--- config.mk ---
export PLATFORM = sky130hd
export DESIGN_NAME = bridge_cfg_regs
export DESIGN_NICKNAME = d
export VERILOG_FILES = /design/src/bridge_pkg.sv /design/src/bridge_cfg_regs.sv
export SDC_FILE = /design/constraint.sdc
export NUM_CORES = 1
export LEC_CHECK = 0
export CORE_AREA = 2 2 39 41
export CTS_CLUSTER_DIAMETER = 30
export DETAILED_ROUTE_END_ITERATION = 7
export DIE_AREA = 0 0 41 43
export DONT_BUFFER_PORTS = 1
export PLACE_DENSITY = 0.35
export SYNTH_ARGS = -nofsm -noshare
export SYNTH_HDL_FRONTEND = slang
export SYNTH_SLANG_ARGS = --single-unit
--- constraint.sdc ---
create_clock -name clk -period 1.55 [get_ports clk]
set_input_delay 0.155 -clock clk [delete_from_list [all_inputs] [get_ports clk]]
set_output_delay 0.155 -clock clk [all_outputs]
set_load 0.02 [all_outputs]
--- src/bridge_pkg.sv ---
// --------------------
// cpu bus bridge package
// shared widths, e clock size, peripheral window and enums
// --------------------
package bridge_pkg;

  // --------------------
  // bus widths
  localparam int addr_w = 23;       // word address, bits 23 down to 1
  localparam int data_w = 16;       // cpu and chipset data
  localparam int eclk_phases = 10;  // phases 0..5 low, 6..9 high

  // upper address nibble of the cia window, answered through vpa
  localparam logic [3:0] periph_base = 4'hb;

  // --------------------
  // host config registers
  typedef enum logic [1:0] {
    CFG_SPEED  = 2'd0,  // bit 0 requests turbo
    CFG_HALT   = 2'd1,  // bit 0 hands the bus to the host
    CFG_MEMCFG = 2'd2   // memory layout nibble
  } cfg_reg_e;

  // target access sequencing
  typedef enum logic [1:0] {
    T_IDLE = 2'd0,  // waiting for a new address
    T_WAIT = 2'd1,  // nrdy held for a few slots
    T_DONE = 2'd2   // ready, waiting for the transfer strobe
  } target_state_e;

  // Phases are one-hot in the eclk vector. The bridge looks at phase 3
  // to set vma, at phase 8 to acknowledge a cia cycle and at phase 9 to
  // drop vma again.

endpackage
--- src/bridge_cfg_regs.sv ---
// --------------------
// bridge config registers
// host-written speed request, halt request and memory config
// --------------------
`timescale 1ns/1ps

module bridge_cfg_regs (
  input  logic                 clk,
  input  logic                 _as_and_cs,
  input  logic                 cfg_we,
  input  bridge_pkg::cfg_reg_e cfg_sel,
  input  logic [3:0]           cfg_wdat,
  output logic                 cpu_speed,
  output logic                 cpu_halt,
  output logic [3:0]           memory_config
);

  // --------------------
  // write port
  // requests only, the bridge decides when they take effect
  always_ff @(posedge clk or posedge _as_and_cs) begin
    if (_as_and_cs) begin
      cpu_speed     <= 1'b0;  // normal 7 MHz mode
      cpu_halt      <= 1'b0;  // cpu owns the bus
      memory_config <= 4'd0;
    end else if (cfg_we) begin
      case (cfg_sel)
        bridge_pkg::CFG_SPEED: begin
          cpu_speed <= cfg_wdat[0];
        end
        bridge_pkg::CFG_HALT: begin
          cpu_halt <= cfg_wdat[0];
        end
        bridge_pkg::CFG_MEMCFG: begin
          memory_config <= cfg_wdat;  // whole nibble
        end
        default: ;  // unmapped select, write dropped
      endcase
    end
  end

endmodule

==> flow_metrics.tcl <==
set metrics [dict create \
    status "finished clean" \
    port_buffers 0 \
    routed_wirelength_um 499 \
    critPathRequiredTime_ns 1.68 \
    cts-resized-gates 0 \
    drc 0 \
    setup-tns-final_ns 0 \
    clock_skew_ns 0 \
    critical_path.cell_chain "mux2_1" \
    ys_seq_area_share_pct 54.3 \
    avgRoutedWirePerCell_um 13.9 \
    cts_root_buf "clkbuf_4" \
    grt_max_degree 7 \
    setup.worst_path.start "cpu_halt$_DFFE_PP0P_" \
    synth_seq_cells 6 \
    cts_tree "yes" \
    hold_class "in2reg" \
    timing.critical_path.to "cpu_halt$_DFFE_PP0P_" \
    number_of_instances_in_the_synthesized_netlist 16 \
    critPathSlowestCell "dfrtp_1" \
    hold_depth 1 \
    route.antenna.remaining_nets 0 \
    pin_slew_with_the_least_headroom_to_its_limit_ns 0.235 \
    synth-adder-area-share_pct 0 \
    count_of_yosys_warnings_during_synthesis 0 \
    synth.top_cells.by_area "dfrtp_1, mux2_4, nand3b_4" \
    yosys.area_share.xor_xnor_pct 0 \
    max_stage_delay_ns 0.45 \
    slew_violations 0 \
    synth_largest_type_area_fraction_pct 54.3 \
    std_cell_rows 14 \
    first_global_vias 170 \
    report.final.hold_viol_count 0 \
    worst_setup_path_start_kind "flip-flop" \
    via_count 148 \
    antenna_cells 0 \
    dpl_worst_slack_ns 0.668 \
    avg_vias_per_cell 4.11 \
    worstReg2RegStart "cpu_halt$_DFFE_PP0P_" \
    htree_num_levels 1 \
    synth-simple-area-share_pct 14.5 \
    grt_overflow_total 0 \
    slew-limit-headroom_pct 84.3 \
    total_leakage_power_nw 0.159 \
    layout_cells_sized_above_1_pct 50.0 \
    grt_usage_pct 8.08 \
    full_die_area_um2 1760 \
    dp_hpwl_um 412 \
    num_io_pins 15 \
    synth-compound-area-share_pct 0 \
    gpl.final_weighted_congestion 0.642 \
    critPathCaptureType "flip-flop" \
    clk_pin_slew_worst_paths_ns 0.04 \
    syn-cell-area_um2 277 \
    chipHeight_um 43 \
    drv_cap 0 \
    die_w_um 41 \
    first_iter_violations 3 \
    critical_path.max_fanout 2 \
    grt_first_pass_wirelength_um 793 \
    synthDominantAreaCellType "dfrtp_1" \
    pre_repair_dr_iteration_count 2 \
    placeable_core_area_um2 1380 \
    worstPathArrival_ns 1.01 \
    post_synth_num_cell_types 8 \
    power_density_nw_per_um2 1360 \
    reg2regPathDepth 1 \
    synthToLayoutAreaGrowth_pct 19.0 \
    finalSetupViolCount 0 \
    rsz_0062_raised_after_global_routing "false" \
    setup.reg_to_reg.worst_slack_ns 0.67 \
    finish.net_count 31 \
    max-clock-path-buffers 2 \
    start_util_pct 20.0 \
    synth_mux_area_share_pct 29.9 \
    clock-sinks 6 \
    maxClockFrequency_mhz 1130 \
    min_period_over_period_pct 56.9 \
    power.ir.vdd_worst_uv 240 \
    finalCoreUtilization_pct 23.8 \
    most-common-layout-cells "dfrtp_1, mux2_4, clkbuf_4" \
    per_instance_average_area_after_synthesis_um2 17.3 \
    finalWorstSetupSlack_ns 0.667 \
    r2r_end "cpu_halt$_DFFE_PP0P_" \
    timing.final.crit_period_ns 0.883 \
    layout.cells.most_common "dfrtp_1" \
    timing.setup.critical_path_class "reg2reg" \
    cp_num_cells 1 \
    cts_bufs_inserted 3 \
    initial_antenna_violation_count 0 \
    syn-num-nets 25 \
    crit_family "flip-flops" \
    combinational_family_with_the_most_area_after_synthesis "multiplexers" \
    cp.buffers_inverters 0 \
    clk-insertion-delay-late_ns 0.25 \
]
routing by layer:
metal | vias up | routed length (µm) | track usage [%]
met4 | 0 | 29 | 12.0
met2 | 8 | 244 | 9.38
met1 | 71 | 172 | 6.89
met3 | 4 | 52 | 5.76
met5 | - | 0 | 0
li1 | 65 | - | -
cell type report:
cell class	count	area [µm²]
multi-input combinational	9	123
timing repair buffer	1	10.0
fill	152	1050
clock buffer	3	22.5
tap	16	20.0
sequential	6	150
inverter	1	3.75
per-stage QoR:
stage	power (mW)	hold WS [ns]	area (µm²)	instances
after floorplan	0.288	-0.0540	277	16
after global placement	0.297	-0.0261	297	32
after detailed placement	0.299	-0.0242	297	32
after CTS	0.453	0.0307	329	36
after global routing	0.468	0.0267	329	36
final	0.447	0.0366	329	36
state kept, by name, indices dropped and copies added, names as in the netlist:
register and count:
cpu_halt 1, memory_config 4, cpu_speed 1
how the worst min path moves through the flow:
stage                startpoint                            to
global placement     _as_and_cs  memory_config[1]$_DFFE_PP0P_
finish              cfg_wdat[0]          cpu_halt$_DFFE_PP0P_
detailed placement   _as_and_cs  memory_config[1]$_DFFE_PP0P_
global route        cfg_wdat[0]          cpu_halt$_DFFE_PP0P_
floorplan            _as_and_cs          cpu_halt$_DFFE_PP0P_
CTS                 cfg_wdat[0]          cpu_halt$_DFFE_PP0P_
timing repair:
| action | in CTS | in global routing |
|---|---|---|
| hold buffers | 1 | 0 |
| setup endpoints to repair | 0 | 0 |
| hold endpoints to repair | 6 | 0 |
| buffers inserted | 0 | 0 |
logic make-up (layout without fill, tap and decap cells):
logic type / Yosys count / count (layout)
buf+inv: 1 / 5
mux: 6 / 6
flops: 6 / 6
simple gates: 3 / 3
report_power, final:
part	switching (mW)	total (mW)	internal [mW]
clock network	0.0629	0.151	0.0880
logic	0.0126	0.0515	0.0388
registers	0.0583	0.245	0.187
Yosys cell counts:
library cell and number:
nand3b_4 1, mux2_4 4, nand3b_1 1, mux2_1 1, nor3b_2 1, dfrtp_1 6
inv_1 1, mux2_2 1
Note: power is estimated with default switching activity, not from simulation.
