==> src/bridge_pkg.sv <==
// --------------------
// cpu bus bridge package
// shared widths, e clock size, peripheral window and enums
// --------------------
package bridge_pkg;

  // --------------------
  // bus widths
  localparam int addr_w = 23;       // word address, bits 23 down to 1
  localparam int data_w = 16;       // cpu and chipset data
  localparam int eclk_phases = 10;  // phases 0..5 low, 6..9 high

  // upper address nibble of the cia window, answered through vpa
  localparam logic [3:0] periph_base = 4'hb;

  // --------------------
  // host config registers
  typedef enum logic [1:0] {
    CFG_SPEED  = 2'd0,  // bit 0 requests turbo
    CFG_HALT   = 2'd1,  // bit 0 hands the bus to the host
    CFG_MEMCFG = 2'd2   // memory layout nibble
  } cfg_reg_e;

  // target access sequencing
  typedef enum logic [1:0] {
    T_IDLE = 2'd0,  // waiting for a new address
    T_WAIT = 2'd1,  // nrdy held for a few slots
    T_DONE = 2'd2   // ready, waiting for the transfer strobe
  } target_state_e;

  // Phases are one-hot in the eclk vector. The bridge looks at phase 3
  // to set vma, at phase 8 to acknowledge a cia cycle and at phase 9 to
  // drop vma again.

endpackage
==> src/bus_timing_gen.sv <==
// --------------------
// bus timing generator
// 7 MHz enables, c1/c3 quadrature, colour clock and ten-phase e clock
// --------------------
`timescale 1ns/1ps

module bus_timing_gen (
  input  logic                               clk,
  input  logic                               _as_and_cs,
  output logic                               clk7_en,
  output logic                               clk7n_en,
  output logic                               c1,
  output logic                               c3,
  output logic                               cck,
  output logic [bridge_pkg::eclk_phases-1:0] eclk
);

  logic [1:0] slot;  // fast slot within one 7 MHz period

  // --------------------
  // slot divider
  always_ff @(posedge clk or posedge _as_and_cs) begin
    if (_as_and_cs) begin
      slot <= 2'd0;
    end else begin
      slot <= slot + 2'd1;
    end
  end

  assign clk7_en  = (slot == 2'd0);     // one cycle in four
  assign clk7n_en = (slot == 2'd2);     // opposite 7 MHz edge
  assign c1       = ~slot[1];           // high in slots 0 and 1
  assign c3       = slot[1] ^ slot[0];  // high in slots 1 and 2

  // --------------------
  // colour clock and e clock ring
  // cck starts high so that it is high again in every even eclk phase,
  // phase 8 included, which the cia acknowledge depends on
  always_ff @(posedge clk or posedge _as_and_cs) begin
    if (_as_and_cs) begin
      cck  <= 1'b1;
      eclk <= {{(bridge_pkg::eclk_phases-1){1'b0}}, 1'b1};  // phase 0
    end else if (clk7_en) begin
      cck  <= ~cck;
      // one phase per 7 MHz period
      eclk <= {eclk[bridge_pkg::eclk_phases-2:0], eclk[bridge_pkg::eclk_phases-1]};
    end
  end

endmodule

==> config.mk <==
export PLATFORM = sky130hd
export DESIGN_NAME = bus_timing_gen
export DESIGN_NICKNAME = d
export VERILOG_FILES = /design/src/bridge_pkg.sv /design/src/bus_timing_gen.sv
export SDC_FILE = /design/constraint.sdc
export NUM_CORES = 1
export LEC_CHECK = 0
export BUFFER_PORTS_ARGS = -buffer_cell sky130_fd_sc_hd__buf_2
export CORE_AREA = 4 4 41 43
export CTS_BUF_LIST = sky130_fd_sc_hd__clkbuf_16
export DETAILED_ROUTE_END_ITERATION = 10
export DIE_AREA = 0 0 45 47
export GPL_ROUTABILITY_DRIVEN = 0
export PLACE_DENSITY_LB_ADDON = 0.2
export SETUP_SLACK_MARGIN = 0.05
export SLEW_MARGIN = 20
export SYNTH_ARGS = -nofsm -noshare
export SYNTH_HDL_FRONTEND = slang
export SYNTH_SLANG_ARGS = --single-unit
==> constraint.sdc <==
create_clock -name clk -period 1.5 [get_ports clk]
set_clock_uncertainty 0.15 [all_clocks]
set_input_delay 0.15 -clock clk [delete_from_list [all_inputs] [get_ports clk]]
set_output_delay 0.15 -clock clk [all_outputs]
set_load 0.005 [all_outputs]
==> results of run 1 <==
-- critical path, delay by kind of cell, from the launching register on --
kind	cells	cell delay [ps]
buffers and inverters	2	200
flip-flops	1	390
adder cells (fa/ha/maj)	1	270
-- layout by cell type, fill, tap and decap left out --
cell type      instances
buf_2                 16
buf_4                  2
clkbuf_16              3
clkinv_2               1
dfrtp_1               11
dfstp_2                2
dlygate4sd3_1          1
ha_1                   2
ha_2                   1
inv_1                  1
inv_2                  2
mux2_2                 1
mux2_4                 9
xor2_1                 1
-- layer usage --
| metal | global-route usage (%) | part of all wire [%] | routed length, µm |
|---|---|---|---|
| met1 | 12.9 | 41 | 401 |
| met3 | 3.45 | 8.6 | 83 |
| met4 | 12.3 | 3.8 | 37 |
| met5 | 0 | 0 | 0 |
| met2 | 17.2 | 46 | 446 |
-- through the flow --
stage	power [W]	util, %	worst slack, ps	cells	instance area [µm²]
global placement	0.000365	49.6	104	63	646
floorplan	0.000362	-	123	31	543
finish	0.000860	56.7	108	68	738
global route	0.000890	56.7	63.5	68	738
detailed placement	0.000365	49.6	85.3	63	646
CTS	0.000868	56.5	78.8	68	736
-- cell type report --
| class | instances | share of cell area (%) |
|---|---|---|
| sequential | 13 | 44.4 |
| multi-input combinational | 14 | 26.4 |
| timing repair buffer | 19 | 14.2 |
| clock buffer | 3 | 10.2 |
| tap | 15 | 2.54 |
| inverter | 3 | 1.53 |
| clock inverter | 1 | 0.678 |
-- cells by family (layout without fill, tap and decap cells) --
logic type / after synthesis / after routing / synth area share, %
buf+inv: 4 / 26 / 4.15
flops: 13 / 13 / 60.4
mux: 10 / 10 / 27.0
xor+xnor: 1 / 1 / 1.61
fa+ha+maj: 3 / 3 / 6.91
-- state kept, by name, indices dropped and copies added (netlist names) --
signal  cells
cck         1
slot        2
eclk       10
-- power groups by stage --
stage               Combinational, W  Sequential [W]  Clock, W
finish                    0.00000960        0.000352  0.000498
global route               0.0000116        0.000352  0.000527
CTS                        0.0000102        0.000352  0.000505
detailed placement        0.00000828        0.000357         0
global placement          0.00000748        0.000357         0
floorplan                 0.00000529        0.000357         0
-- how the worst min path moves through the flow --
| stage | from | to | slack (ps) | cells after the start |
|---|---|---|---|---|
| final | slot[0] | slot[0] | 290 | 1 |
| after global routing | slot[0] | slot[0] | 290 | 1 |
| after CTS | slot[0] | slot[0] | 300 | 1 |
| after detailed placement | _as_and_cs | eclk[9] | 40 | 2 |
| after global placement | _as_and_cs | eclk[9] | 20 | 2 |
| after floorplan | _as_and_cs | eclk[1] | -120 | 1 |
-- timing repair --
| item | CTS | global route |
|---|---|---|
| resized for setup | 0 | 3 |
| endpoints found under the hold margin | 11 | 0 |
| hold buffers | 1 | 0 |
| setup endpoints to repair | 0 | 9 |
==> metrics.txt, run 1 <==
num ports=17; Die W=45 µm; status=complete, no violations; Layout fillers=116; Multi-input gate area=195 µm²; switching power=0.000151 W; peak supply drop=0.701 mV; post-synth top area share=50.7%; count of cell types in the netlist=8; r2r endpoint=eclk[6]; number of global-route vias before repair=354; area grow syn2layout=35.9%; Final Hold Fails=0; slowest CP cell=dfrtp_1; CTS Sinks=13; Synth Instances=31; Sequential Area=328 µm²; Setup TNS Final=0 ps; postcts setup bufs=0; Worst Path Max Fanout=3; Clock Latency Late Sink=240 ps; R2R Setup Slk=130 ps; Post-synth EDFFs=0; Arrival @ worst endpoint=1090 ps; WHS=287 ps; total global routing overflow=0; Yosys reg bits=13; Synth warnings=0; # nets final=59; Avg Cell Area, Syn=17.5 µm²; Setup crit end kind=output pin; Internal Power=0.000709 W; Worst slew margin=68.2%; vias after detailed routing=323; Tightest Pin Transition=477 ps; RSZ-0062 raised after global routing=false; # Max-Cap Violations=0; ys flop type=dfrtp_1; CTS clk-pin slew, worst paths=40 ps; sequential-to-total area share from yosys stat=60.4%; DP HPWL=734 µm; initial core utilization=41.7%; ANT cells=0; share of layout cells above drive strength 1=69.8%; top cells by count, synth=dfrtp_1, mux2_4, ha_1, inv_1, dfstp_2; fin. max-slew vios=0; final wirelength=969 µm; IO Port Bufs=16; FF-to-FF Start=slot[1]; Worst setup SP type=flip-flop; DRT iter0 DRCs=4; Hold Crit Class=reg2reg; Async SR Flop Fraction=100%; area leader, netlist=dfrtp_1; WL/cell=14.3 µm; first-pass GRT wire length=1.60 mm; H-tree levels=1; Worst Reg-to-Reg Cells=4; mapped cell area=543 µm²; min Tclk post-route=1390 ps; Final setup viols=0; drt first pass iters=2; Synth area leaders=dfrtp_1, mux2_4, dfstp_2; Peak Freq=718 MHz; CTS Buf Count=3; CTS max path bufs=2; pin count of the biggest net entering global routing=14; Req. time, crit path=1200 ps; antenna violations before repair=0; full die area=0.00212 mm²; Residual DRC=0; sw frac=17.6%; fin crit share=92.8%; clock power share=57.9%; Routed Antenna Nets=0; CP Class=reg2out; most common cell in the synthesized netlist=dfrtp_1; crit path to=c3; Post-Syn Nets=36; core area=0.00130 mm²; vias per cell=4.75; critical path cell sequence=inv_2 -> ha_2 -> buf_2; All-Layer GR Usage=11.7%; Root Driver=clkbuf_16; Die Height=47 µm; combinational cell fraction of total power=1.1%; Sequential Power Share=40.9%; CP max stage delay=390 ps; CTS tree=yes; pwr dens=1160 mW/mm²; Rows=13; Critical Path Start=slot[1]; LEAKAGE=0.406 nW
(Power assumes the default switching activity.)
==> run 2, diff against run 1 <==
--- a/config.mk
+++ b/config.mk
@@ -5,11 +5,12 @@
 export SDC_FILE = /design/constraint.sdc
 export NUM_CORES = 1
 export LEC_CHECK = 0
+export ABC_AREA = 1
 export BUFFER_PORTS_ARGS = -buffer_cell sky130_fd_sc_hd__buf_2
-export CORE_AREA = 4 4 41 43
+export CORE_AREA = 2 2 39 41
 export CTS_BUF_LIST = sky130_fd_sc_hd__clkbuf_16
 export DETAILED_ROUTE_END_ITERATION = 10
-export DIE_AREA = 0 0 45 47
+export DIE_AREA = 0 0 41 43
 export GPL_ROUTABILITY_DRIVEN = 0
 export PLACE_DENSITY_LB_ADDON = 0.2
 export SETUP_SLACK_MARGIN = 0.05
==> run 2 against run 1 <==
  * Clock power shrank 2%
  * Maximum frequency grew 0.77%
  * Largest power group unchanged
  * Worst hold slack gained 4.9 ps
  * Global-route usage grew 1.4 points
  * Largest cell class unchanged
  * Non-clock buffer count shrank 1
  * Synthesized area shrank 3.0%
  * Register-to-register slack gained 150 ps
  * Total power shrank 1.5%
==> metrics.txt, run 2 <==
IO Port Bufs=16 (unchanged); Die Height=43 µm (-8.5%); combinational cell fraction of total power=1.1% (about the same); Core Util, Final=50.9% (-5.8 points); Routed Antenna Nets=0 (unchanged); CTS tree=yes; H-tree levels=1 (unchanged); met3 routed WL=46 µm (-45%); # nets final=82 (+39%); post-CTS sizing=0 (unchanged); sw frac=16.8% (-0.81 points); max layer used=met4; DRT met1 WL=422 µm (+5.2%); final wirelength=914 µm (-5.7%); WHS=292 ps (+4.92 ps); status=complete, no violations; clock power share=57.3% (-0.6 points); Most flops, register=eclk; top cells by count, synth=nand2_1, dfrtp_1, inv_1; Root Driver=clkbuf_16; Post-Syn Nets=61 (+69%); All-Layer GR Usage=13.0% (+1.4 points); Setup TNS Final=0 ps (unchanged); fin. max-slew vios=0 (unchanged); CTS Buf Count=3 (unchanged); Post-CTS Hold Fix Bufs=1 (unchanged); Worst Path Max Fanout=4 (+1); vias after detailed routing=388 (+20%); LEAKAGE=0.442 nW (+9.0%); Sequential Power Share=41.6% (+0.7 points); Hold Crit Class=reg2reg; Largest register FFs=10 (unchanged); Critical Path Start=slot[0]; Worst Reg-to-Reg Cells=5 (+1); Post-synth EDFFs=0 (unchanged); Req. time, crit path=1200 ps (about the same); commonest cells after routing, fill and taps aside=nand2_1, buf_2, dfrtp_1, inv_1; DRT iter0 DRCs=4 (unchanged); R2R Setup Slk=280 ps (+150 ps); r2r endpoint=eclk[2]; CTS Sinks=13 (unchanged); FF-to-FF Start=slot[0]; count of cell types in the netlist=7 (-1); Arrival @ worst endpoint=1080 ps (about the same); full die area=0.00176 mm² (-17%); RSZ-0062 raised after global routing=false; antenna violations before repair=0 (unchanged); Worst slew margin=68.1% (about the same); num ports=17 (unchanged); Synth Instances=56 (+81%); overall power=0.000847 W (-1.5%); ys flop type=dfrtp_1; total global routing overflow=0 (unchanged); Async SR Flop Fraction=100% (unchanged); WL/cell=9.93 µm (-30%); Synth warnings=0 (unchanged); Die W=41 µm (-8.9%); Avg Cell Area, Syn=9.41 µm² (-46%); # Max-Cap Violations=0 (unchanged); postcts setup bufs=0 (unchanged); CTS max path bufs=2 (unchanged); mapped cell area=527 µm² (-3.0%); CP Class=reg2out; share of layout cells above drive strength 1=28.9% (-41 points); number of global-route vias before repair=350 (-1.1%); post-synth top area share=52.3% (+1.6 points); Peak Freq=724 MHz (+0.77%); Rows=14 (+1); peak supply drop=0.520 mV (-26%); pin count of the biggest net entering global routing=14 (unchanged); initial core utilization=38.1% (-3.7 points); Internal Power=0.000705 W (-0.49%); Synth area leaders=dfrtp_1, nand2_1, dfstp_2; core area=0.00138 mm² (+6.3%); crit path to=c3; Clock Latency Late Sink=240 ps (about the same); switching power=0.000142 W (-6.0%); sequential-to-total area share from yosys stat=62.2% (+1.9 points); min Tclk post-route=1380 ps (-10.6 ps); fin crit share=92.1% (-0.71 points); Residual DRC=0 (unchanged); top flop regs=eclk x10, slot x2, cck x1; DP HPWL=636 µm (-13%); met2 wire len=432 µm (-3.1%); Tightest Pin Transition=478 ps (+0.648 ps); Yosys reg bits=13 (unchanged); most common cell in the synthesized netlist=nand2_1; Final Hold Fails=0 (unchanged); drt first pass iters=4 (+2); first-pass GRT wire length=1.48 mm (-7.3%); Final setup viols=0 (unchanged); Setup crit end kind=output pin; ANT cells=0 (unchanged); vias per cell=4.22 (-11%); Worst setup SP type=flip-flop; pwr dens=1200 mW/mm² (+3.3%); commonest non-fill, non-tap cell in the layout=nand2_1; CTS clk-pin slew, worst paths=40 ps (about the same); area leader, netlist=dfrtp_1; area grow syn2layout=33.7%
-- run 2: cell types whose count changed after synthesis --
cell / previous run / this run
mux2_4: 9 / 0
inv_1: 3 / 5
xor2_1: 1 / 0
buf_4: 0 / 1
nand2_1: 0 / 33
mux2_2: 1 / 0
-- run 2: final cells by class --
type	count	area [µm²]
Clock buffer	3	75.1
Clock inverter	1	3.75
Fill cell	140	679
Inverter	5	18.8
Multi-Input combinational cell	36	161
Sequential cell	13	328
Tap cell	16	20.0
Timing Repair Buffer	18	97.6
-- run 2: critical path, stage by stage (launching register included) --
cell     delay (ps)
dfrtp_1         350
inv_1           110
ha_1            250
buf_2           130
-- run 2: routing by layer --
| metal | up-vias | GRT usage (%) |
|---|---|---|
| met2 | 11 | 17.8 |
| met1 | 173 | 16.9 |
| li1 | 202 | - |
| met3 | 2 | 4.71 |
| met4 | 0 | 8.00 |
| met5 | - | 0 |
-- run 2: logic make-up after synthesis --
| logic type | after synthesis | synth area share [%] |
|---|---|---|
| and+or+nand+nor | 33 | 23.5 |
| adders and majority gates | 3 | 7.13 |
| DFF | 13 | 62.2 |
| buffers and inverters | 7 | 7.13 |
-- run 2: worst min path at each step --
stage / start / to / slack (ps) / depth (start not counted)
floorplan: _as_and_cs / eclk[1] / -120 / 1
global placement: _as_and_cs / eclk[1] / 40 / 2
detailed placement: _as_and_cs / eclk[1] / 40 / 2
CTS: slot[0] / slot[0] / 290 / 1
global route: eclk[0] / eclk[0] / 330 / 2
finish: slot[0] / slot[0] / 290 / 1
-- run 2: power by group through the flow --
stage / clock network [W] / registers [W] / logic [W]
2_1_floorplan: 0 / 0.000357 / 0.00000529
3_3_place_gp: 0 / 0.000357 / 0.00000826
3_5_place_dp: 0 / 0.000357 / 0.00000832
4_1_cts: 0.000499 / 0.000352 / 0.0000102
5_1_grt: 0.000521 / 0.000352 / 0.0000116
6_report: 0.000486 / 0.000352 / 0.00000966
-- run 2: through the flow --
stage               setup slack, ps  cells  instance area (µm²)
finish                          118     92                  704
CTS                             109     92                  704
global placement                322     87                  616
detailed placement              282     87                  616
global route                   52.7     92                  704
floorplan                       330     56                  527
