--- src/bridge_pkg.sv ---
// --------------------
// cpu bus bridge package
// shared widths, e clock size, peripheral window and enums
// --------------------
package bridge_pkg;

  // --------------------
  // bus widths
  localparam int addr_w = 23;       // word address, bits 23 down to 1
  localparam int data_w = 16;       // cpu and chipset data
  localparam int eclk_phases = 10;  // phases 0..5 low, 6..9 high

  // upper address nibble of the cia window, answered through vpa
  localparam logic [3:0] periph_base = 4'hb;

  // --------------------
  // host config registers
  typedef enum logic [1:0] {
    CFG_SPEED  = 2'd0,  // bit 0 requests turbo
    CFG_HALT   = 2'd1,  // bit 0 hands the bus to the host
    CFG_MEMCFG = 2'd2   // memory layout nibble
  } cfg_reg_e;

  // target access sequencing
  typedef enum logic [1:0] {
    T_IDLE = 2'd0,  // waiting for a new address
    T_WAIT = 2'd1,  // nrdy held for a few slots
    T_DONE = 2'd2   // ready, waiting for the transfer strobe
  } target_state_e;

  // Phases are one-hot in the eclk vector. The bridge looks at phase 3
  // to set vma, at phase 8 to acknowledge a cia cycle and at phase 9 to
  // drop vma again.

endpackage
--- src/chip_bus_if.sv ---
// --------------------
// chipset bus
// synchronous enable-clocked bus between bridge and chipset target
// --------------------
`timescale 1ns/1ps

interface chip_bus_if;

  logic [bridge_pkg::addr_w:1]   address_out;  // word address from cpu or host
  logic [bridge_pkg::data_w-1:0] data_out;     // write data
  logic [bridge_pkg::data_w-1:0] data_in;      // read data, combinational
  logic                          rd;           // read strobe
  logic                          hwr;          // upper byte write
  logic                          lwr;          // lower byte write

  // strobes are levels, valid while the bridge enable holds
  modport master (
    output address_out,
    output data_out,
    output rd,
    output hwr,
    output lwr,
    input  data_in
  );

  modport target (
    input  address_out,
    input  data_out,
    input  rd,
    input  hwr,
    input  lwr,
    output data_in
  );

endinterface

--- src/m68k_bridge.sv ---
// --------------------
// 68000 bus bridge
// syncs cpu strobes onto the chipset bus, paces _dtack and vma,
// hands the bus to the host while halted
// --------------------
`timescale 1ns/1ps

module m68k_bridge (
  input  logic                               clk,
  input  logic                               _as_and_cs,
  input  logic                               clk7_en,
  input  logic                               clk7n_en,
  input  logic                               c1,
  input  logic                               c3,
  input  logic                               cck,
  input  logic [bridge_pkg::eclk_phases-1:0] eclk,
  input  logic                               vpa,
  input  logic                               dbr,
  input  logic                               dbs,
  input  logic                               xbs,
  input  logic                               nrdy,
  input  logic                               cpu_speed,
  input  logic                               cpu_halt,
  input  logic [3:0]                         memory_config,  // not decoded here
  input  logic                               _as,
  input  logic                               _uds,
  input  logic                               _lds,
  input  logic                               r_w,
  input  logic [bridge_pkg::addr_w:1]        address,
  input  logic [bridge_pkg::data_w-1:0]      cpudatain,
  input  logic                               host_cs,
  input  logic [bridge_pkg::addr_w:1]        host_adr,
  input  logic                               host_we,
  input  logic [1:0]                         host_bs,
  input  logic [bridge_pkg::data_w-1:0]      host_wdat,
  output logic                               turbo,
  output logic                               bls,
  output logic                               _dtack,
  output logic [bridge_pkg::data_w-1:0]      data,
  output logic [bridge_pkg::data_w-1:0]      host_rdat,
  output logic                               host_ack,
  chip_bus_if.master                         bus
);

  logic                          halt;      // host owns the bus
  logic                          lvpa;      // vpa at the last 7 MHz edge
  logic                          vma;       // valid memory address, cia cycles
  logic                          as_sel;    // strobe of the current owner
  logic                          ack_clr;   // async end of acknowledge
  logic                          l_as;
  logic                          l_rw;
  logic                          l_ta;      // acknowledge seen by the bus side
  logic                          l_uds;
  logic                          l_lds;
  logic                          as28;      // fast-sampled strobe, turbo path
  logic                          l_as28;
  logic                          ta_n;      // acknowledge flop, active low
  logic                          enable;    // transfer slot on the chipset bus
  logic [bridge_pkg::data_w-1:0] ldata_in;  // read data latch

  assign as_sel  = halt ? ~host_cs : _as;
  assign ack_clr = _as_and_cs | as_sel;

  // --------------------
  // mode flags, only between cpu cycles
  always_ff @(posedge clk or posedge _as_and_cs) begin
    if (_as_and_cs) begin
      halt  <= 1'b0;
      turbo <= 1'b0;
    end else if (clk7_en && _as) begin
      halt  <= cpu_halt;
      turbo <= cpu_speed;
    end
  end

  // --------------------
  // vpa and vma, set in phase 3, dropped in phase 9
  always_ff @(posedge clk or posedge _as_and_cs) begin
    if (_as_and_cs) begin
      lvpa <= 1'b0;
      vma  <= 1'b0;
    end else if (clk7_en) begin
      lvpa <= vpa;
      if (eclk[9]) begin
        vma <= 1'b0;
      end else if (eclk[3] && lvpa) begin
        vma <= 1'b1;
      end
    end
  end

  // --------------------
  // strobe sync
  // the cpu holds _as, strobes and data for a 7 MHz period after _dtack
  // falls, so the transfer slot lands before the cycle ends
  always_ff @(posedge clk or posedge _as_and_cs) begin
    if (_as_and_cs) begin
      l_as   <= 1'b1;
      l_rw   <= 1'b1;
      l_ta   <= 1'b1;
      l_as28 <= 1'b1;
    end else if (clk7_en) begin
      l_as   <= as_sel;
      l_rw   <= halt ? ~host_we : r_w;
      l_ta   <= ta_n;
      l_as28 <= as28;
    end
  end

  always_ff @(posedge clk or posedge _as_and_cs) begin
    if (_as_and_cs) begin
      l_uds <= 1'b1;
      l_lds <= 1'b1;
      as28  <= 1'b1;
    end else begin
      l_uds <= halt ? ~host_bs[1] : _uds;  // every fast cycle
      l_lds <= halt ? ~host_bs[0] : _lds;
      as28  <= as_sel;
    end
  end

  // --------------------
  // acknowledge
  // memory: cck high, no dma steal; cia: vma set and phase 8
  always_ff @(posedge clk or posedge ack_clr) begin
    if (ack_clr) begin
      ta_n <= 1'b1;  // back high as soon as the strobe rises
    end else if (clk7n_en && !l_as && cck && !nrdy) begin
      if ((!vpa && !(dbr && dbs)) || (vpa && vma && eclk[8])) begin
        ta_n <= 1'b0;
      end
    end
  end

  assign _dtack   = ta_n | halt;   // cpu sees nothing while halted
  assign host_ack = ~ta_n & halt;

  // --------------------
  // chipset bus side
  // turbo cia accesses get no wait states
  assign enable = (~l_as & ~l_ta & ~cck & ~turbo)
                | (~l_as28 & l_ta & ~(dbr & xbs) & ~nrdy & turbo);

  assign bus.rd  = enable & l_rw;
  assign bus.hwr = enable & ~l_rw & ~l_uds;
  assign bus.lwr = enable & ~l_rw & ~l_lds;
  assign bls     = dbs & ~l_as & l_ta;  // cpu waiting on chip memory

  assign bus.address_out = halt ? host_adr : address;
  assign bus.data_out    = halt ? host_wdat : cpudatain;

  // read data mid-slot, c3 high and c1 low
  always_ff @(posedge clk) begin
    if (!c1 && c3 && enable) begin
      ldata_in <= bus.data_in;
    end
  end

  assign data      = ldata_in;
  assign host_rdat = ldata_in;  // same latch for both owners

endmodule

--- src/flat_wrapper.sv ---
// flat-port wrapper written by rule: the top's interface ports become plain ports
module m68k_bridge_flat 
  (clk, _as_and_cs, clk7_en, clk7n_en, c1, c3, cck, eclk, vpa, dbr, dbs, xbs, nrdy, cpu_speed, cpu_halt, memory_config, _as, _uds, _lds, r_w, address, cpudatain, host_cs, host_adr, host_we, host_bs, host_wdat, turbo, bls, _dtack, data, host_rdat, host_ack, bus_address_out, bus_data_out, bus_rd, bus_hwr, bus_lwr, bus_data_in);
  chip_bus_if bus_i ();
  input  logic clk;
  input  logic _as_and_cs;
  input  logic clk7_en;
  input  logic clk7n_en;
  input  logic c1;
  input  logic c3;
  input  logic cck;
  input  logic [bridge_pkg::eclk_phases-1:0] eclk;
  input  logic vpa;
  input  logic dbr;
  input  logic dbs;
  input  logic xbs;
  input  logic nrdy;
  input  logic cpu_speed;
  input  logic cpu_halt;
  input  logic [3:0] memory_config;
  input  logic _as;
  input  logic _uds;
  input  logic _lds;
  input  logic r_w;
  input  logic [bridge_pkg::addr_w:1] address;
  input  logic [bridge_pkg::data_w-1:0] cpudatain;
  input  logic host_cs;
  input  logic [bridge_pkg::addr_w:1] host_adr;
  input  logic host_we;
  input  logic [1:0] host_bs;
  input  logic [bridge_pkg::data_w-1:0] host_wdat;
  output logic turbo;
  output logic bls;
  output logic _dtack;
  output logic [bridge_pkg::data_w-1:0] data;
  output logic [bridge_pkg::data_w-1:0] host_rdat;
  output logic host_ack;
  output wire logic [$bits(bus_i.address_out)-1:0] bus_address_out;
  output wire logic [$bits(bus_i.data_out)-1:0] bus_data_out;
  output wire logic [$bits(bus_i.rd)-1:0] bus_rd;
  output wire logic [$bits(bus_i.hwr)-1:0] bus_hwr;
  output wire logic [$bits(bus_i.lwr)-1:0] bus_lwr;
  input wire logic [$bits(bus_i.data_in)-1:0] bus_data_in;
  assign bus_address_out = bus_i.address_out;
  assign bus_data_out = bus_i.data_out;
  assign bus_rd = bus_i.rd;
  assign bus_hwr = bus_i.hwr;
  assign bus_lwr = bus_i.lwr;
  assign bus_i.data_in = bus_data_in;
  m68k_bridge u_core (.clk(clk), ._as_and_cs(_as_and_cs), .clk7_en(clk7_en), .clk7n_en(clk7n_en), .c1(c1), .c3(c3), .cck(cck), .eclk(eclk), .vpa(vpa), .dbr(dbr), .dbs(dbs), .xbs(xbs), .nrdy(nrdy), .cpu_speed(cpu_speed), .cpu_halt(cpu_halt), .memory_config(memory_config), ._as(_as), ._uds(_uds), ._lds(_lds), .r_w(r_w), .address(address), .cpudatain(cpudatain), .host_cs(host_cs), .host_adr(host_adr), .host_we(host_we), .host_bs(host_bs), .host_wdat(host_wdat), .turbo(turbo), .bls(bls), ._dtack(_dtack), .data(data), .host_rdat(host_rdat), .host_ack(host_ack), .bus(bus_i));
endmodule
--- config.mk ---
export PLATFORM = sky130hd
export DESIGN_NAME = m68k_bridge_flat
export DESIGN_NICKNAME = d
export VERILOG_FILES = /design/src/bridge_pkg.sv /design/src/chip_bus_if.sv /design/src/m68k_bridge.sv /design/src/flat_wrapper.sv
export SDC_FILE = /design/constraint.sdc
export NUM_CORES = 1
export LEC_CHECK = 0
export BUFFER_PORTS_ARGS = -buffer_cell sky130_fd_sc_hd__buf_2
export CORE_ASPECT_RATIO = 0.6
export CORE_MARGIN = 2
export CORE_UTILIZATION = 32
export DETAILED_ROUTE_END_ITERATION = 16
export PLACE_DENSITY = 0.8
export SLEW_MARGIN = 10
export SYNTH_ARGS = -nofsm -noshare
export SYNTH_HDL_FRONTEND = slang
export SYNTH_SLANG_ARGS = --single-unit
export TNS_END_PERCENT = 1
--- constraint.sdc ---
create_clock -name clk -period 1.49 [get_ports clk]
set_input_delay 0.298 -clock clk [delete_from_list [all_inputs] [get_ports clk]]
set_output_delay 0.298 -clock clk [all_outputs]
set_load 0.01 [all_outputs]
==> impl_metrics.py, run 1 <==
metrics = {
    "place": {
        "place_area_um2": 2660,
        "globalplace.congestion": 0.814,
        "io_buffers": 196,
        "hpwlAfterDp_um": 4240,
    },
    "setup_path": {
        "cpPeakStageDelay_ns": 0.53,
        "crit_required_ns": 1.19,
        "startpoint_type": "flop",
        "cp_max_fo": 4,
        "crit_chain": "and4bb_2, a21oi_4, nor2b_1, buf_2",
        "end_kind": "output pin",
        "critical-path-slowest-cell": "dfstp_2",
        "worstPathArrival_ns": 1.45,
        "critPathTopFamily": "flip-flops",
        "worst-path-buf-inv": 1,
        "crit_type": "flop to output pin",
    },
    "clock_tree": {
        "clockBufferDepth": 2,
        "cts_tree": "built",
        "clock-sinks": 28,
        "root_buffer": "clkbuf_8",
        "clk_pin_slew_ns": 0.09,
        "cts-hold-fix-buffers": 0,
        "cts_buffers": 3,
        "clkLatencyLatePin_ns": 0.27,
        "cts_max_level": 1,
    },
    "route": {
        "post_drt_wl_per_cell_um": 13.8,
        "dr.pass1.iters": 4,
        "dr.first_iter.drc_count": 39,
        "wirelength_um": 5210,
        "drc": 0,
        "via_count": 1661,
        "routed_via_density": 4.39,
        "drtAntennaViolNets": 0,
    },
    "synth": {
        "async_reset_ff_frac": 0.429,
        "netlist_area_um2": 1670,
        "yosys_warnings": 0,
        "synth_edf_count": 16,
        "synthFlopType": "edfxtp_1",
        "ys_ff_latch": 28,
        "synth_cells": 126,
        "syn_nets": 256,
        "ys_seq_area_frac": 0.474,
        "postSynthAreaPerCell_um2": 13.2,
        "ys_types": 20,
    },
    "outcome": {
        "violations": "setup timing",
        "outcome": "finished, violations left",
    },
    "grt": {
        "grtUsageMet2": 0.288,
        "antenna_found_initial": 0,
        "grt_util_all_layers": 0.160,
        "grt_max_degree": 20,
        "grt_pass1_vias": 1582,
        "grt.overflow.total": 0,
        "grtUsageMet3": 0.0292,
        "grt_pass1_wl_um": 7430,
        "grt_use_met1": 0.210,
        "grt_busiest_layer": "met2",
    },
    "timing": {
        "timing.hold.ws_ns": 0.0299,
        "drv_slew": 0,
        "worst_slack_ns": -0.255,
        "slew_headroom": 0.703,
        "finClkSkew_ns": 0.00501,
        "tns_ns": -10.41,
        "period_share": 1.17,
        "fmaxAchievable_ghz": 0.573,
        "fin_crit_ns": 1.75,
        "tightest_slew_ns": 0.445,
        "finalHoldViolations": 0,
        "setup_viol": 59,
        "rsz0062_at_grt": "yes",
    },
    "cells_and_area": {
        "syn_to_final_growth_pct": 75.0,
        "n_antenna_cell": 0,
        "layout_commonest_cell": "buf_2",
        "layout_common_cells": "buf_2 (171), mux2_2 (35), buf_6 (25)",
        "finalInstanceArea_um2": 2920,
        "utilization": 0.578,
        "drive_gt1_frac": 0.856,
        "nets": 443,
    },
    "die": {
        "core_area_um2": 5050,
        "ios": 208,
        "dieWidth_um": 97.2,
        "initial_core_util": 0.330,
        "die-area_um2": 5830,
        "fp-row-count": 20,
        "die_height_um": 59.9,
    },
    "flow_run": {
        "cap_violations": 0,
    },
    "pwr": {
        "leakagePower_nw": 1.50,
        "powerDensity_nw_per_um2": 777,
        "peakVddDrop_v": 0.000364,
    },
    "worst_hold_path": {
        "hold_class": "primary input to async pin",
    },
}
[layer usage]
layer / up-vias / part of all wire / wire [um]
li1: 811 / - / -
met1: 786 / 0.42 / 2190
met2: 62 / 0.52 / 2730
met3: 2 / 0.052 / 273
met4: 0 / 0.0036 / 19
met5: - / 0 / 0
[power breakdown]
group,leakage [nW],switching (mW),internal [mW]
combinational,1.20,0.371,0.576
sequential,0.275,0.0332,0.886
clock,0.0228,0.212,0.191
total,1.50,0.617,1.65
[repair_timing]
item                                    CTS  global route
endpoints found under the hold margin     0             0
pin swaps                                 2             1
endpoints found under the setup margin   61            61
setup buffers                             1             0
resized for setup                        26            12
[cells by family after synthesis]
kind of cell	count (synthesis)	synth area share
AND/OR/NAND/NOR	15	0.0532
multiplexers	49	0.328
flip-flops	28	0.474
AO/OA/AOI/OAI	7	0.0240
buffers and inverters	27	0.121
[through the flow]
step / setup slack (ns) / power [mW] / instances
floorplan: -0.260 / 1.38 / 126
global placement: -0.0724 / 1.71 / 373
detailed placement: -0.113 / 1.72 / 373
CTS: -0.287 / 2.26 / 378
global route: -0.317 / 2.40 / 378
finish: -0.255 / 2.27 / 378
[Yosys cell counts, types with 2 or more instances]
cell	number	area, um2
mux2_2	45	507
buf_4	17	128
edfxtp_1	16	480
dfstp_2	8	210
buf_6	5	56.3
inv_1	5	18.8
a21oi_1	4	20.0
dfrtp_1	4	100
mux2i_1	4	40.0
nand2_1	3	11.3
nor2_1	3	11.3
a31oi_1	2	12.5
nor2b_1	2	12.5
nor3_1	2	10.0
[flip-flops by register name, indices dropped and copies added, names as in the netlist]
register       cells
u_core.l_uds       1
u_core.turbo       1
u_core.vma         1
u_core.as28        1
u_core.l_lds       1
u_core.halt        1
u_core.ta_n        1
u_core.lvpa        1
u_core.l_as28      1
u_core.l_rw        1
u_core.data       16
u_core.l_ta        1
u_core.l_as        1
[cell type report]
class	instances	area [um2]
repair buffers	204	1230
well taps	66	82.6
multi-input cells	71	747
clock buffers	4	45.0
inverters	5	18.8
flip-flops and latches	28	792
fillers	470	2130
[final timing paths]
kind,startpoint,endpoint,slack [ns],cells after the start
worst max-delay path,u_core.l_as28,bus_rd,-0.26,4
worst min register to register,u_core.ta_n,u_core.ta_n,0.49,1
min in group clk,host_bs[1],u_core.l_uds,0.16,2
worst max register to register,u_core.l_ta,u_core.data[15],-0.23,5
worst min-delay path,_as_and_cs,u_core.turbo,0.03,2
max in group asynchronous,u_core.halt,u_core.ta_n,0.60,4
Note: power is estimated with default switching activity, not from simulation.
==> run 2: changes to the inputs <==
--- a/config.mk
+++ b/config.mk
@@ -5,12 +5,13 @@
 export SDC_FILE = /design/constraint.sdc
 export NUM_CORES = 1
 export LEC_CHECK = 0
+export ABC_AREA = 1
 export BUFFER_PORTS_ARGS = -buffer_cell sky130_fd_sc_hd__buf_2
 export CORE_ASPECT_RATIO = 0.6
 export CORE_MARGIN = 2
-export CORE_UTILIZATION = 32
+export CORE_UTILIZATION = 33
 export DETAILED_ROUTE_END_ITERATION = 16
-export PLACE_DENSITY = 0.8
+export PLACE_DENSITY = 0.81
 export SLEW_MARGIN = 10
 export SYNTH_ARGS = -nofsm -noshare
 export SYNTH_HDL_FRONTEND = slang
==> constraint.sdc (replaced) <==
create_clock -name clk -period 1.49 [get_ports clk]
set_input_delay 0.149 -clock clk [delete_from_list [all_inputs] [get_ports clk]]
set_output_delay 0.149 -clock clk [all_outputs]
set_load 0.01 [all_outputs]
==> run 2 against run 1 <==
Compared with the run above: the flow still finishes with violations (setup timing); sequential cell count unchanged; clock skew increased by 0.0028 ns; setup slack improved by 0.17 ns; hold slack got worse by 0.0026 ns; sequential power increased by 2.5%; critical path type unchanged; critical endpoint is now bus_hwr.
==> impl_metrics.py, run 2 <==
metrics = {
    "outcome": {
        "outcome": "finished, violations left",
        "violations": "setup timing",
    },
    "cells_and_area": {
        "n_antenna_cell": 0,
        "seq_area_um2": 792,
        "num-fill-cells": 499,
        "layout_common_cells": "buf_2 (196), nand2_1 (129), edfxtp_1 (16)",
        "layout_commonest_cell": "buf_2",
        "syn_to_final_growth_pct": 60.1,
        "drive_gt1_frac": 0.547,
        "multi_input_area_um2": 674,
        "utilization": 0.542,
        "largest_reg_flops": 16,
        "finalNonFillerCells": 472,
        "nets": 537,
    },
    "setup_path": {
        "startpoint_type": "flop",
        "critical-path-slowest-cell": "dfstp_2",
        "critPathTopFamily": "flip-flops",
        "worst-path-buf-inv": 2,
        "reg2reg_slack_ns": -0.01,
        "cp_max_fo": 3,
        "crit_start": "u_core.l_ta",
        "crit_type": "flop to output pin",
        "cpPeakStageDelay_ns": 0.55,
        "crit_required_ns": 1.34,
        "r2r_start": "u_core.l_ta",
        "worstPathArrival_ns": 1.43,
        "crit_chain": "inv_2, nor2_1, nand3_1, nand2_2, nand2_2, nor2_1, buf_2",
        "end_kind": "output pin",
    },
    "die": {
        "dieWidth_um": 96.8,
        "die_height_um": 59.7,
        "core_area_um2": 5030,
        "initial_core_util": 0.339,
        "ios": 208,
        "die-area_um2": 5770,
        "fp-row-count": 20,
    },
    "clock_tree": {
        "cts_buffers": 3,
        "clk_pin_slew_ns": 0.10,
        "cts_tree": "built",
        "post_cts_buffers": 0,
        "root_buffer": "clkbuf_8",
        "clockBufferDepth": 2,
        "cts_max_level": 1,
        "clock-sinks": 28,
        "clkLatencyLatePin_ns": 0.27,
    },
    "timing": {
        "drv_slew": 0,
        "tns_ns": -0.229,
        "period_share": 1.06,
        "finClkSkew_ns": 0.00780,
        "finalHoldViolations": 0,
        "setup_viol": 10,
        "fin_crit_ns": 1.58,
        "fmaxAchievable_ghz": 0.634,
        "timing.hold.ws_ns": 0.0273,
        "worst_slack_ns": -0.0872,
        "slew_headroom": 0.717,
        "rsz0062_at_grt": "yes",
        "tightest_slew_ns": 0.424,
    },
    "flow_run": {
        "cap_violations": 0,
    },
    "route": {
        "routed_via_density": 4.29,
        "dr.pass1.iters": 4,
        "drtAntennaViolNets": 0,
        "post_drt_wl_per_cell_um": 11.7,
        "via_count": 2026,
        "wirelength_um": 5550,
        "dr.first_iter.drc_count": 131,
        "drc": 0,
    },
    "synth": {
        "synthAdderAreaFrac": 0,
        "synth_edf_count": 16,
        "yosys.area.top_type": "nand2_1",
        "ys_seq_area_frac": 0.464,
        "async_reset_ff_frac": 0.429,
        "synthMuxAreaShare": 0.0132,
        "netlist_area_um2": 1700,
        "syn_nets": 357,
        "synth_cells": 227,
        "synth_compound_area_frac": 0.0455,
        "yosys.area_share.simple": 0.330,
        "synth_commonest_cells": "nand2_1 (131), buf_4 (17), edfxtp_1 (16)",
        "synthFlopType": "edfxtp_1",
        "synth_top_area_frac": 0.289,
        "yosys.cell_count.top_type": "nand2_1",
        "synth_top_family_by_area": "simple AND/OR/NAND/NOR gates",
        "postSynthAreaPerCell_um2": 7.51,
        "yosys_warnings": 0,
        "ys_ff_latch": 28,
        "yosys.area_share.xor_xnor": 0,
        "synthTopCellsByArea": "nand2_1 (29%), edfxtp_1 (28%), dfstp_2 (12%)",
        "ys_types": 18,
    },
    "grt": {
        "grt_pass1_vias": 1761,
        "grt_max_degree": 42,
        "grt_util_all_layers": 0.167,
        "grt_pass1_wl_um": 7840,
        "antenna_found_initial": 0,
        "grt.overflow.total": 0,
    },
    "place": {
        "globalplace.congestion": 0.753,
        "io_buffers": 196,
        "hpwlAfterDp_um": 4720,
        "dp.cells": 466,
    },
    "worst_hold_path": {
        "hold_class": "primary input to flop",
        "hp-start": "host_bs[1]",
    },
    "pwr": {
        "powerDensity_nw_per_um2": 863,
        "peakVddDrop_v": 0.000409,
        "power_mw": 2.35,
        "leakagePower_nw": 1.60,
    },
}
run 2: cell count changes in the layout (fill, tap and decap cells not counted), sizes merged, moves of 2 or more:
| cell | before | now |
|---|---|---|
| mux2i | 4 | 0 |
| nor3 | 2 | 0 |
| nand3 | 0 | 5 |
| nor2b | 2 | 0 |
| mux2 | 45 | 2 |
| a31oi | 2 | 0 |
| nor2 | 3 | 12 |
| inv | 5 | 8 |
| dlygate4sd3 | 0 | 2 |
| buf | 204 | 200 |
| nand2 | 3 | 131 |
| o21ai | 0 | 7 |
run 2: final timing paths:
| path | end | depth (start not counted) |
|---|---|---|
| max in group asynchronous | u_core.ta_n | 5 |
| worst min-delay path | u_core.l_uds | 2 |
| worst max register to register | u_core.data[11] | 7 |
| min in group asynchronous | u_core.ta_n | 4 |
| worst min register to register | u_core.l_ta | 2 |
| worst max-delay path | bus_hwr | 7 |
run 2: per-stage QoR:
step | setup slack [ns] | cell area, um2
2_1_floorplan | 0.00192 | 1710
3_3_place_gp | 0.0243 | 2630
3_5_place_dp | 0.00741 | 2630
4_1_cts | -0.102 | 2730
5_1_grt | -0.180 | 2730
6_report | -0.0872 | 2730
run 2: cell type report:
type                       count  area share
sequential                    28       0.290
tap                           66      0.0303
multi-input combinational    163       0.247
timing repair buffer         202       0.392
clock buffer                   3      0.0151
inverter                       9      0.0142
clock inverter                 1      0.0110
run 2: per-layer routing:
layer  up-vias  track usage  routed length (um)
li1       1047            -                   -
met3         4       0.0316                 264
met5         -            0                   0
met4         0       0.0362                  40
met2        62        0.298                2850
met1       913        0.217                2390
run 2: what timing repair did:
action / in CTS / in global routing
endpoints found under the hold margin: 5 / 0
gates resized for setup: 5 / 1
hold buffers: 2 / 0
setup endpoints to repair: 19 / 42
pin swaps: 2 / 1
run 2: kinds of logic (layout without fill, tap and decap cells):
family          Yosys count  count (layout)
simple gates            148             148
compound gates           13              13
mux                       2               2
buf+inv                  36             215
flops                    28              28
run 2: power breakdown:
| part | internal, mW | switching [mW] |
|---|---|---|
| clock | 0.360 | 0.230 |
| combinational | 0.371 | 0.451 |
| sequential | 0.909 | 0.0341 |
| total | 1.64 | 0.715 |
==> run 3: changes to the inputs <==
--- a/config.mk
+++ b/config.mk
@@ -5,13 +5,13 @@
 export SDC_FILE = /design/constraint.sdc
 export NUM_CORES = 1
 export LEC_CHECK = 0
-export ABC_AREA = 1
+export ABC_AREA = 0
 export BUFFER_PORTS_ARGS = -buffer_cell sky130_fd_sc_hd__buf_2
 export CORE_ASPECT_RATIO = 0.6
 export CORE_MARGIN = 2
-export CORE_UTILIZATION = 33
+export CORE_UTILIZATION = 32
 export DETAILED_ROUTE_END_ITERATION = 16
-export PLACE_DENSITY = 0.81
+export PLACE_DENSITY = 0.8
 export SLEW_MARGIN = 10
 export SYNTH_ARGS = -nofsm -noshare
 export SYNTH_HDL_FRONTEND = slang
==> run 3 against run 2 <==
Compared with the run above: the run still ends with setup timing left; final cell count down 20%; die area up 0.94%; design area up 10%; setup slack worse by 0.16 ns; global-route usage down 0.60 points; sequential cell count unchanged; largest power group is now combinational cells.
==> impl_metrics.py, run 3 (synthesis gave the netlist of run 1 again) <==
metrics = {
    "outcome": {
        "outcome": "finished, violations left",
        "violations": "setup timing",
    },
    "die": {
        "die_height_um": 59.9,
        "ios": 208,
        "die-area_um2": 5830,
        "core_area_um2": 5050,
        "dieWidth_um": 97.2,
        "initial_core_util": 0.330,
        "fp-row-count": 20,
    },
    "timing": {
        "tightest_slew_ns": 0.451,
        "slew_headroom": 0.699,
        "finalHoldViolations": 0,
        "period_share": 1.16,
        "fin_crit_ns": 1.73,
        "rsz0062_at_grt": "yes",
        "finClkSkew_ns": 0.00362,
        "worst_slack_ns": -0.243,
        "drv_slew": 0,
        "setup_viol": 42,
        "fmaxAchievable_ghz": 0.577,
    },
    "setup_path": {
        "r2r_cells": 4,
        "reg2reg_slack_ns": -0.10,
        "crit_start": "u_core.l_ta",
        "worstPathArrival_ns": 1.58,
        "cp-endpoint": "bus_lwr",
        "crit_type": "flop to output pin",
        "crit_required_ns": 1.34,
        "r2r_start": "u_core.l_ta",
        "cp_max_fo": 3,
        "startpoint_type": "flop",
        "regToRegEndpoint": "u_core.data[3]",
        "end_kind": "output pin",
    },
    "clock_tree": {
        "clockBufferDepth": 2,
        "clock-sinks": 28,
        "clkLatencyLatePin_ns": 0.27,
        "cts_tree": "built",
        "clk_pin_slew_ns": 0.09,
        "root_buffer": "clkbuf_8",
        "post_cts_buffers": 0,
        "cts_buffers": 3,
        "cts_max_level": 1,
    },
    "grt": {
        "grt_pass1_wl_um": 7420,
        "grt_pass1_vias": 1529,
        "antenna_found_initial": 0,
        "grt_util_all_layers": 0.161,
        "grt.overflow.total": 0,
        "grt_max_degree": 21,
    },
    "pwr": {
        "leakagePower_nw": 1.56,
        "powerDensity_nw_per_um2": 779,
        "peakVddDrop_v": 0.000404,
        "power_mw": 2.34,
    },
    "cells_and_area": {
        "drive_gt1_frac": 0.856,
        "n_antenna_cell": 0,
        "layout_common_cells": "buf_2 (170), buf_6 (27), mux2_4 (24)",
        "multi_input_area_um2": 813,
        "utilization": 0.593,
        "nets": 443,
        "layout_commonest_cell": "buf_2",
        "num-fill-cells": 437,
        "largest_reg_flops": 16,
        "syn_to_final_growth_pct": 79.7,
        "seq_area_um2": 792,
        "finalNonFillerCells": 378,
        "finalInstanceArea_um2": 3000,
    },
    "place": {
        "dp.cells": 373,
        "place_area_um2": 2660,
        "hpwlAfterDp_um": 4330,
        "io_buffers": 196,
        "globalplace.congestion": 0.730,
        "dp_slack_ns": -0.0569,
    },
    "route": {
        "drc": 0,
        "drtAntennaViolNets": 0,
        "via_count": 1713,
        "routed_via_density": 4.53,
        "dr.pass1.iters": 4,
        "wirelength_um": 5580,
        "post_drt_wl_per_cell_um": 14.8,
        "dr.first_iter.drc_count": 33,
    },
    "flow_run": {
        "cap_violations": 0,
    },
    "worst_hold_path": {
        "hold_class": "primary input to flop",
    },
}
run 3: changes by cell type in the layout (fill, tap and decap cells not counted), sizes merged, moves of 3 or more:
cell / change
buf: +3
inv: -3
mux2: +43
mux2i: +4
nand2: -128
nand3: -5
nor2: -9
o21ai: -7
run 3: worst max-delay path: stages (launching register included):
cell and delay [ns]:
dfstp_2 0.57, and4bb_2 0.26, a21oi_4 0.07, buf_6 0.14, nor3_2 0.11, buf_2 0.15
run 3: cell type report:
class	count	area share
Clock buffer	4	0.0150
Inverter	5	0.00626
Timing Repair Buffer	204	0.416
Multi-Input combinational cell	71	0.271
Sequential cell	28	0.264
Tap cell	66	0.0275
run 3: routing by layer:
metal | share of wire | global-route usage
met3 | 0.063 | 0.0234
met2 | 0.54 | 0.283
met5 | 0 | 0
met4 | 0.0034 | 0.0357
met1 | 0.39 | 0.217
run 3: how the worst min path moves through the flow:
stage | startpoint | end | slack (ns) | cells after the start
after floorplan | _as_and_cs | u_core.halt | -0.004 | 1
after global placement | _as_and_cs | u_core.vma | 0.17 | 2
after detailed placement | _as_and_cs | u_core.lvpa | 0.18 | 2
after CTS | host_bs[1] | u_core.l_uds | 0.009 | 2
after global routing | host_bs[0] | u_core.l_lds | 0.0004 | 2
final | host_bs[1] | u_core.l_uds | 0.01 | 2
run 3: power by group:
group / switching (mW) / internal [mW] / leakage [nW] / total [mW]
registers: 0.0374 / 0.887 / 0.275 / 0.924
clock network: 0.216 / 0.192 / 0.0228 / 0.407
logic: 0.394 / 0.612 / 1.27 / 1.01
total: 0.647 / 1.69 / 1.56 / 2.34
run 3: repair_timing:
item,4_1_cts,5_1_grt
hold endpoints to repair,5,0
resized for setup,23,33
hold buffers,1,0
pin swaps,1,0
setup endpoints to repair,58,59
run 3: through the flow:
step / hold slack [ns] / setup TNS (ns)
CTS: 0.00915 / -2.74
detailed placement: 0.182 / -0.896
floorplan: -0.00357 / -4.16
global placement: 0.169 / -0.535
finish: 0.0120 / -2.91
global route: 0.000403 / -5.53
